--- src/design/rtc_pkg.sv ---
// shared localparams, register select enum and time/stamp/command structs of the rtc subsystem
package rtc_pkg;

    localparam int          rtc_mhz       = 25;         // refclk frequency, whole MHz
    localparam int          prediv_bits   = 5;          // prescaler width
    localparam int          usec_max      = 999999;     // last usec before rollover
    localparam logic [15:0] cmd_addr_base = 16'h0170;   // upper 13 bits decoded
    localparam int          num_chan      = 4;          // stamper channels
    localparam int          chan_bits     = 2;          // channel tag width
    localparam int          chan_credits  = 2;          // merger buffer depth per channel
    localparam int          out_credits   = 4;          // sink buffer depth

    // counter and pointer widths derived from the depths above
    localparam int cred_bits  = $clog2(chan_credits + 1);
    localparam int ocred_bits = $clog2(out_credits + 1);
    localparam int fptr_bits  = (chan_credits > 1) ? $clog2(chan_credits) : 1;

    // low three address bits select the register
    typedef enum logic [2:0] {
        reg_set_usec = 3'd0,    // usec preset
        reg_set_sec  = 3'd1,    // sec preset, also loads and starts
        reg_set_corr = 3'd2     // signed rate correction
    } rtc_reg_e;

    typedef struct packed {
        rtc_reg_e    sel;
        logic [31:0] data;
        logic        we;        // one-cycle write strobe
    } rtc_cmd_t;

    typedef struct packed {
        logic [31:0] sec;
        logic [19:0] usec;
    } rtc_time_t;

    // ts stands for the captured time
    typedef struct packed {
        logic [chan_bits-1:0] chan;
        logic                 lost;     // an event after this one was dropped
        rtc_time_t            ts;
    } stamp_t;

endpackage

--- src/design/cmd_deser.sv ---
// byte-serial command deserializer decoding rtc register writes
`timescale 1ns/1ps

module cmd_deser (
    input  logic              rst,
    input  logic              mclk,
    input  logic [7:0]        cmd_ad,
    input  logic              cmd_stb,
    output rtc_pkg::rtc_cmd_t cmd
);
    import rtc_pkg::*;

    logic [2:0]  byte_cnt;      // 0 idle, 1..5 bytes already taken
    logic [39:0] sr;            // AL AH D0 D1 D2, oldest in low byte
    logic [47:0] frame;         // stored bytes plus D3 on the bus
    logic        last;          // sixth byte present
    logic        addr_hit;
    logic        sel_ok;
    logic        we_q;
    rtc_reg_e    sel_q;
    logic [31:0] data_q;

    assign frame    = {cmd_ad, sr};
    assign last     = (byte_cnt == 3'd5);
    assign addr_hit = (frame[15:3] == cmd_addr_base[15:3]);   // base match only
    assign sel_ok   = (frame[2:0] <= 3'(reg_set_corr));       // reject unused selects

    // frame position counter, stb marks byte 0
    always_ff @(posedge mclk or posedge rst) begin
        if (rst) begin
            byte_cnt <= '0;
        end else if (cmd_stb) begin
            byte_cnt <= 3'd1;
        end else if (last) begin
            byte_cnt <= '0;             // frame done
        end else if (byte_cnt != '0) begin
            byte_cnt <= byte_cnt + 3'd1;
        end
    end

    // shift bytes in from the top
    always_ff @(posedge mclk) begin
        if (cmd_stb || (byte_cnt != '0)) begin
            sr <= {cmd_ad, sr[39:8]};
        end
    end

    always_ff @(posedge mclk or posedge rst) begin
        if (rst) begin
            we_q <= 1'b0;
        end else begin
            we_q <= last && addr_hit && sel_ok;     // single cycle pulse
        end
    end

    always_ff @(posedge mclk) begin
        if (last) begin
            sel_q  <= rtc_reg_e'(frame[2:0]);
            data_q <= frame[47:16];             // D0 is the low byte
        end
    end

    assign cmd = '{sel: sel_q, data: data_q, we: we_q};

endmodule

--- src/design/event_stamper.sv ---
// event synchronizer, time capture, single pending stamp and credit counter for one channel
`timescale 1ns/1ps

module event_stamper #(
    parameter int chan_id = 0
) (
    input  logic               rst,
    input  logic               mclk,
    input  logic               event_in,       // async to mclk
    input  rtc_pkg::rtc_time_t now,
    input  logic               credit_ret,
    output logic               stamp_valid,
    output rtc_pkg::stamp_t    stamp
);
    import rtc_pkg::*;

    logic [1:0]           ev_sync;
    logic                 ev_prev;
    logic                 ev_edge;        // 3 cycles after event
    logic                 capture;
    logic                 pending;
    logic                 lost;
    rtc_time_t            ts_q;
    logic [cred_bits-1:0] credits;
    logic                 send;

    assign send    = pending && (credits != '0);
    assign capture = ev_edge && (!pending || send);   // slot frees this cycle

    always_ff @(posedge mclk or posedge rst) begin
        if (rst) begin
            ev_sync <= '0;
            ev_prev <= 1'b0;
            ev_edge <= 1'b0;
            pending <= 1'b0;
            lost    <= 1'b0;
            credits <= cred_bits'(chan_credits);
        end else begin
            ev_sync <= {ev_sync[0], event_in};
            ev_prev <= ev_sync[1];
            ev_edge <= ev_sync[1] & ~ev_prev;
            if (capture) begin
                pending <= 1'b1;
                lost    <= 1'b0;    // new record starts clean
            end else if (ev_edge) begin
                lost    <= 1'b1;    // drop, mark held record
            end else if (send) begin
                pending <= 1'b0;
                lost    <= 1'b0;
            end
            case ({send, credit_ret})
                2'b10:   credits <= credits - 1'b1;
                2'b01:   credits <= credits + 1'b1;
                default: credits <= credits;
            endcase
        end
    end

    always_ff @(posedge mclk) begin
        if (capture) ts_q <= now;
    end

    assign stamp_valid = send;
    assign stamp       = '{chan: chan_bits'(chan_id), lost: lost, ts: ts_q};

endmodule

--- src/design/rtc_core.sv ---
// adjustable rtc with refclk sampling, prescaler, correction accumulator and sec/usec counters
`timescale 1ns/1ps

module rtc_core (
    input  logic               rst,
    input  logic               mclk,
    input  logic               refclk,     // slow, sampled in mclk domain
    input  rtc_pkg::rtc_cmd_t  cmd,
    output rtc_pkg::rtc_time_t now
);
    import rtc_pkg::*;

    logic                   set_usec_w;
    logic                   set_sec_w;
    logic                   set_corr_w;
    logic [19:0]            wusec;          // usec preset
    logic [31:0]            wsec;           // sec preset
    logic [15:0]            corr;           // signed trim
    logic                   enable_rtc;
    logic                   pend_load;      // seconds written, waiting for phase 3
    logic                   set_cntr;       // held for a whole half usec
    logic [2:0]             ref_s;
    logic                   ref2x;          // one pulse per refclk edge
    logic [prediv_bits-1:0] pre_cntr;
    logic                   pre_tick;
    logic [3:0]             halfusec;       // one-hot phase ring
    logic [23:0]            acc;
    logic [24:0]            next_acc;
    logic [1:0]             inc_usec;
    logic [1:0]             inc_sec;
    logic [19:0]            usec;
    logic [31:0]            sec;
    logic [19:0]            usec_plus1;
    logic [31:0]            sec_plus1;

    assign set_usec_w = cmd.we && (cmd.sel == reg_set_usec);
    assign set_sec_w  = cmd.we && (cmd.sel == reg_set_sec);
    assign set_corr_w = cmd.we && (cmd.sel == reg_set_corr);

    // half scale plus sign-extended correction, carry every 2 half usec at corr 0
    assign next_acc = {1'b0, acc} + {1'b0, ~corr[15], {7{corr[15]}}, corr};

    // count rtc_mhz-2 down through all ones, 25 edges per half usec
    assign pre_tick = ref2x && (&pre_cntr);

    always_ff @(posedge mclk or posedge rst) begin
        if (rst) begin
            wusec <= '0;
            wsec  <= '0;
            corr  <= '0;
        end else begin
            if (set_usec_w) wusec <= cmd.data[19:0];
            if (set_sec_w)  wsec  <= cmd.data;
            if (set_corr_w) corr  <= cmd.data[15:0];
        end
    end

    always_ff @(posedge mclk or posedge rst) begin
        if (rst) begin
            enable_rtc <= 1'b0;
            pend_load  <= 1'b0;
            set_cntr   <= 1'b0;
            ref_s      <= '0;
            ref2x      <= 1'b0;
            pre_cntr   <= prediv_bits'(rtc_mhz - 2);
            halfusec   <= '0;
            acc        <= '0;
            inc_usec   <= '0;
            inc_sec    <= '0;
        end else begin
            if (set_sec_w) enable_rtc <= 1'b1;      // runs from first seconds write

            if (set_sec_w)        pend_load <= 1'b1;
            else if (halfusec[3]) pend_load <= 1'b0;

            if (!enable_rtc)      set_cntr <= 1'b0;
            else if (halfusec[3]) set_cntr <= pend_load;

            ref_s <= {ref_s[1:0], refclk};
            ref2x <= ref_s[2] ^ ref_s[1];           // both edges

            if (!enable_rtc || pre_tick) pre_cntr <= prediv_bits'(rtc_mhz - 2);
            else if (ref2x)              pre_cntr <= pre_cntr - 1'b1;

            if (!enable_rtc) halfusec <= '0;
            else             halfusec <= {halfusec[2:0], pre_tick};

            if (halfusec[1]) acc <= set_cntr ? '0 : next_acc[23:0];   // load restarts phase

            // carry request, then registered adders, then counter update
            inc_usec <= {inc_usec[0], halfusec[1] & next_acc[24]};
            inc_sec  <= {inc_sec[0], halfusec[1] & next_acc[24] & (usec == 20'(usec_max))};
        end
    end

    always_ff @(posedge mclk) begin
        usec_plus1 <= usec + 20'd1;
        sec_plus1  <= sec + 32'd1;
    end

    always_ff @(posedge mclk or posedge rst) begin
        if (rst) begin
            usec <= '0;
            sec  <= '0;
        end else if (set_cntr) begin
            usec <= wusec;
            sec  <= wsec;
        end else if (inc_sec[1]) begin
            usec <= '0;                 // rollover
            sec  <= sec_plus1;
        end else if (inc_usec[1]) begin
            usec <= usec_plus1;
        end
    end

    assign now = '{sec: sec, usec: usec};

    a_usec_range: assert property (@(posedge mclk) disable iff (rst)
        usec <= 20'(usec_max));

endmodule

--- src/design/rtc_subsys_top.sv ---
// timestamping subsystem top with command deserializer, rtc, stamper channels and merger
`timescale 1ns/1ps

module rtc_subsys_top (
    input  logic                         rst,
    input  logic                         mclk,
    input  logic                         refclk,
    input  logic [7:0]                   cmd_ad,
    input  logic                         cmd_stb,
    input  logic [rtc_pkg::num_chan-1:0] event_in,
    input  logic                         out_credit,
    output logic                         out_valid,
    output rtc_pkg::stamp_t              out_stamp,
    output rtc_pkg::rtc_time_t           now           // live time, for the testbench
);
    import rtc_pkg::*;

    rtc_cmd_t            cmd;               // decoded register write
    logic [num_chan-1:0] stamp_valid;
    stamp_t              stamp [num_chan];
    logic [num_chan-1:0] credit_ret;

    cmd_deser u_cmd_deser (
        .rst     (rst),
        .mclk    (mclk),
        .cmd_ad  (cmd_ad),
        .cmd_stb (cmd_stb),
        .cmd     (cmd)
    );

    rtc_core u_rtc_core (
        .rst    (rst),
        .mclk   (mclk),
        .refclk (refclk),
        .cmd    (cmd),
        .now    (now)
    );

    // one stamper per event input, tagged with its index
    for (genvar g = 0; g < num_chan; g++) begin : g_stamper
        event_stamper #(
            .chan_id (g)
        ) u_stamper (
            .rst         (rst),
            .mclk        (mclk),
            .event_in    (event_in[g]),
            .now         (now),
            .credit_ret  (credit_ret[g]),
            .stamp_valid (stamp_valid[g]),
            .stamp       (stamp[g])
        );
    end

    stamp_merger u_merger (
        .rst         (rst),
        .mclk        (mclk),
        .stamp_valid (stamp_valid),
        .stamp_in    (stamp),
        .credit_ret  (credit_ret),
        .out_credit  (out_credit),
        .out_valid   (out_valid),
        .out_stamp   (out_stamp)
    );

endmodule

--- src/design/stamp_merger.sv ---
// per-channel stamp buffers, round-robin drain and output credit counter
`timescale 1ns/1ps

module stamp_merger (
    input  logic                         rst,
    input  logic                         mclk,
    input  logic [rtc_pkg::num_chan-1:0] stamp_valid,
    input  rtc_pkg::stamp_t              stamp_in [rtc_pkg::num_chan],
    output logic [rtc_pkg::num_chan-1:0] credit_ret,
    input  logic                         out_credit,     // one per record consumed
    output logic                         out_valid,
    output rtc_pkg::stamp_t              out_stamp
);
    import rtc_pkg::*;

    stamp_t                fifo_mem [num_chan][chan_credits];
    logic [fptr_bits-1:0]  wr_ptr   [num_chan];
    logic [fptr_bits-1:0]  rd_ptr   [num_chan];
    logic [cred_bits-1:0]  fill     [num_chan];
    logic [num_chan-1:0]   not_empty;
    logic [num_chan-1:0]   full;
    logic [chan_bits-1:0]  rr_ptr;          // last channel served
    logic [chan_bits-1:0]  pick;
    logic                  found;
    logic                  pop;
    logic [ocred_bits-1:0] ocred;

    function automatic logic [fptr_bits-1:0] next_ptr(input logic [fptr_bits-1:0] p);
        return (p == fptr_bits'(chan_credits - 1)) ? '0 : p + 1'b1;
    endfunction

    // search starts one past the last winner
    always_comb begin
        int unsigned idx;
        found = 1'b0;
        pick  = rr_ptr;
        for (int c = 0; c < num_chan; c++) begin
            not_empty[c] = (fill[c] != '0);
            full[c]      = (fill[c] == cred_bits'(chan_credits));
        end
        for (int i = 1; i <= num_chan; i++) begin
            idx = (rr_ptr + i) % num_chan;
            if (!found && not_empty[idx]) begin
                found = 1'b1;
                pick  = chan_bits'(idx);
            end
        end
        pop        = found && (ocred != '0);    // sink must have room
        credit_ret = '0;
        if (pop) credit_ret[pick] = 1'b1;
    end

    assign out_valid = pop;
    assign out_stamp = fifo_mem[pick][rd_ptr[pick]];

    always_ff @(posedge mclk) begin
        for (int c = 0; c < num_chan; c++) begin
            if (stamp_valid[c]) fifo_mem[c][wr_ptr[c]] <= stamp_in[c];
        end
    end

    always_ff @(posedge mclk or posedge rst) begin
        if (rst) begin
            for (int c = 0; c < num_chan; c++) begin
                wr_ptr[c] <= '0;
                rd_ptr[c] <= '0;
                fill[c]   <= '0;
            end
            rr_ptr <= chan_bits'(num_chan - 1);    // channel 0 goes first
            ocred  <= ocred_bits'(out_credits);
        end else begin
            for (int c = 0; c < num_chan; c++) begin
                if (stamp_valid[c]) wr_ptr[c] <= next_ptr(wr_ptr[c]);
                if (credit_ret[c])  rd_ptr[c] <= next_ptr(rd_ptr[c]);
                case ({stamp_valid[c], credit_ret[c]})
                    2'b10:   fill[c] <= fill[c] + 1'b1;
                    2'b01:   fill[c] <= fill[c] - 1'b1;
                    default: fill[c] <= fill[c];
                endcase
            end
            if (pop) rr_ptr <= pick;
            case ({pop, out_credit})
                2'b10:   ocred <= ocred - 1'b1;
                2'b01:   ocred <= ocred + 1'b1;
                default: ocred <= ocred;
            endcase
        end
    end

    // stamper credit accounting keeps every buffer from overflowing
    a_no_overflow: assert property (@(posedge mclk) disable iff (rst)
        (stamp_valid & full) == '0);

    // sink never returns more credits than it has slots
    a_ocred_max: assert property (@(posedge mclk) disable iff (rst)
        ocred <= ocred_bits'(out_credits));

endmodule

--- config.mk ---
export PLATFORM = sky130hd
export DESIGN_NAME = rtc_subsys_top
export DESIGN_NICKNAME = d
export VERILOG_FILES = /design/src/design/rtc_pkg.sv /design/src/design/cmd_deser.sv /design/src/design/event_stamper.sv /design/src/design/rtc_core.sv /design/src/design/rtc_subsys_top.sv /design/src/design/stamp_merger.sv
export SDC_FILE = /design/constraint.sdc
export NUM_CORES = 1
export LEC_CHECK = 0
export ABC_CLOCK_PERIOD_IN_PS = 8000
export BUFFER_PORTS_ARGS = -buffer_cell sky130_fd_sc_hd__buf_4
export CAP_MARGIN = 10
export CELL_PAD_IN_SITES_DETAIL_PLACEMENT = 0
export CELL_PAD_IN_SITES_GLOBAL_PLACEMENT = 1
export CORE_AREA = 2 2 262 264
export CTS_CLUSTER_DIAMETER = 120
export DETAILED_ROUTE_END_ITERATION = 8
export DIE_AREA = 0 0 264 266
export PLACE_DENSITY = 0.86
export SLEW_MARGIN = 40
export SYNTH_ARGS = -nofsm -noshare
export SYNTH_HDL_FRONTEND = slang
export SYNTH_HIERARCHICAL = 1
export SYNTH_SLANG_ARGS = --single-unit
--- constraint.sdc ---
create_clock -name mclk -period 8 [get_ports mclk]
set_input_delay 0 -clock mclk [delete_from_list [all_inputs] [get_ports mclk]]
set_output_delay 0 -clock mclk [all_outputs]
set_load 0.02 [all_outputs]
==> summary.txt <==
Outcome
  • Status: complete, no violations

Route
  • WL per Instance: 23.0 um
  • DRT iter0 DRCs: 1666
  • Via/cell ratio: 5.85
  • Antenna viol nets, final: 0
  • DRT Pass-1 Iters: 7
  • Final wirelength: 80800 um
  • Drc violations: 0
  • Total number of vias: 20577

Power
  • PwrDens: 234 nW/um^2
  • Leak pwr: 15.8 nW
  • VDD IR max: 182 uV

Synth
  • Yosys warns: 6
  • Post-Syn Instances: 2383
  • EDFF count, synth: 723
  • Ranking of synthesized cells by area: edfxtp_1, dfrtp_1, mux2i_1
  • #FFs+latches synth: 996
  • Mapped Area: 38000 sq um
  • Most common flop cell mapped by yosys: edfxtp_1
  • Post-synth top cells: edfxtp_1, mux2i_1, nand2_1, dfrtp_1, a21oi_1
  • Register area share after synthesis: 74.4%
  • Async set or reset register ratio after synthesis: 22.2%
  • Distinct cell type count after synthesis: 70
  • Count leader, synth: edfxtp_1
  • Cell taking the most area after synthesis: edfxtp_1
  • Post-synth top area share: 57.1%
  • Syn Area/Cell: 16.0 sq um

Global route
  • Number of global-route vias before repair: 21214
  • First-pass GRT wire length: 124000 um
  • Largest net degree at the start of global routing: 89
  • Total overflow reported by the global router: 0
  • Overall Global Routing Usage: 23.2%
  • Antenna violations before repair: 0

Layout
  • Fin nets: 2603
  • Fin util: 64.0%
  • Share of post-route cells with drive strength above 1: 16.1%
  • Layout area overhead: 14.0%
  • Diode count: 0

Floorplan
  • DIE WIDTH: 264 um
  • Die height: 266 um
  • Initial Util: 56.2%
  • Ports: 125
  • # rows: 96
  • Die ar.: 70200 sq um
  • Core ar.: 67700 sq um

Worst setup path
  • CP bufs+invs: 2
  • Crit path launch type: register
  • Critical path capture point type: output pin
  • CP Cell Sequence: or2_1 -> a221oi_2 -> or2_4 -> buf_4 -> nand2_1 -> a22o_1 -> buf_4
  • Delay-heaviest family, CP: simple AND/OR/NAND/NOR gates
  • Worst Path Required: 8000 ps
  • WP data arrival: 3690 ps
  • CP max stage delay: 680 ps
  • Peak fanout along the critical path: 70
  • Setup CP Type: register to output pin
  • Crit-path most repeated cell: buf_4
  • Slowest-stage cell, CP: buf_4

STA
  • Worst Clk Skew: 24.9 ps
  • Final number of setup-violating endpoints: 0
  • Setup TNS: 0 ps
  • Maximum clock rate: 271 MHz
  • Final period utilization: 46.1%
  • Final Slew Violations: 0
  • RSZ-0062 raised after global routing: no
  • Slew at the pin closest to its max-slew limit: 861 ps
  • Final hold viol count: 0
  • Minimum clock period: 3690 ps
  • Rel. slew slack: 42.6%

CTS
  • CTS buffer count: 99
  • Worst-path clk slew: 60 ps
  • Clock sink total: 996
  • Clk_lat worst skew: 660 ps
  • Post-cts sizing count: 0
  • Clk buf depth: 3
  • Number of H-tree levels: 3
  • TritonCTS clock tree: built
  • Root buffer cell: clkbuf_16

Place
  • IO Port Bufs: 124
  • GPL Wtd Cong: 0.823
  • HPWL after DPL: 48300 um

Hold path
  • Worst min-delay path class: input pin to asynchronous set/reset pin

Flow run
  • Maxcap violations: 0
## area by class of cell
| type | count | area (sq um) |
|---|---|---|
| Inverter | 29 | 116 |
| Timing Repair Buffer | 176 | 1420 |
| Sequential cell | 996 | 28300 |
| Clock buffer | 126 | 2690 |
| Multi-Input combinational cell | 1245 | 9230 |
| Clock inverter | 61 | 477 |
| Fill cell | 4710 | 24400 |
| Tap cell | 882 | 1100 |
## power by group
| group | switching (mW) | total (mW) | internal, mW |
|---|---|---|---|
| clock | 1.89 | 4.47 | 2.58 |
| sequential | 0.0370 | 5.59 | 5.55 |
| combinational | 0.0516 | 0.0848 | 0.0332 |
## final timing paths
kind | cells after the start | slack [ps] | start | endpoint
worst max-delay path | 7 | 4310 | u_merger/fill[4] | out_stamp[20]
worst min-delay path | 3 | 10 | rst | u_merger/fill[4]
worst max register to register | 8 | 5100 | u_merger/rr_ptr[0] | g_stamper[0].u_stamper/credits[1]
worst min register to register | 0 | 350 | g_stamper[2].u_stamper/ev_sync[0] | g_stamper[2].u_stamper/ev_sync[1]
max in group asynchronous | 4 | 6770 | rst | u_rtc_core/inc_usec[1]
min in group mclk | 2 | 40 | event_in[1] | g_stamper[1].u_stamper/ev_sync[0]
## flip-flops by register name, summed over array words and instances (netlist names), 5 cells and up
| signal | flops |
|---|---|
| u_merger/fifo_mem | 440 |
| g_stamper.u_stamper/credits | 8 |
| u_rtc_core/corr | 16 |
| u_cmd_deser/data_q | 32 |
| g_stamper.u_stamper/ev_sync | 8 |
| u_cmd_deser/sr | 40 |
| u_rtc_core/acc | 24 |
| u_rtc_core/wusec | 20 |
| g_stamper.u_stamper/stamp | 208 |
| u_rtc_core/usec | 20 |
| u_rtc_core/usec_plus1 | 20 |
| u_merger/fill | 8 |
| u_rtc_core/wsec | 32 |
| u_rtc_core/sec_plus1 | 32 |
| u_rtc_core/sec | 32 |
| u_rtc_core/pre_cntr | 5 |
## routing by layer
metal,share of wire [%],global-route usage [%]
met5,0,0
met4,2.5,7.80
met3,6.0,3.34
met2,49,38.7
met1,42,31.6
## cells by family after synthesis
logic type      Yosys count  share of synthesized area, %
mux                     349                          9.41
flops                   996                          74.4
buf+inv                 144                          1.75
other cells               6                        0.0592
fa+ha+maj                39                          1.32
compound gates          338                          5.71
xor+xnor                102                          2.35
simple gates            409                          5.03
## placed cells by master (no fill, tap or decap), types with 57 or more instances in the layout
| master | instances |
|---|---|
| xnor2_1 | 57 |
| edfxtp_1 | 723 |
| a22o_1 | 66 |
| mux2i_1 | 279 |
| clkbuf_16 | 103 |
| a21oi_1 | 138 |
| nand2_1 | 212 |
| mux2_2 | 69 |
| dfrtp_1 | 203 |
| o21ai_0 | 67 |
| buf_4 | 143 |
## what timing repair did
action                    CTS  global route
hold endpoints to repair  164             0
setup buffers               0             0
hold buffers               21             0
## stage by stage
step	worst slack, ps	instance area [sq um]	std cells	power (mW)	hold slack, ps
CTS	4310	43300	3515	10.2	14.1
global route	4120	43400	3515	10.5	28.2
detailed placement	5070	40000	3307	5.77	70.2
global placement	5200	39900	3305	5.76	68.8
finish	4310	43400	3515	10.1	10.4
floorplan	3070	38100	2385	5.73	-234
## worst reg2reg max path, cell delays in order, from the launching register on
cell      delay, ps
dfstp_2         570
or3b_1          370
a211oi_2        290
or3_4           700
nor2_1          220
ha_1            250
xor2_1          140
nor2_1          110
xor2_1          180
(Power assumes the default switching activity.)
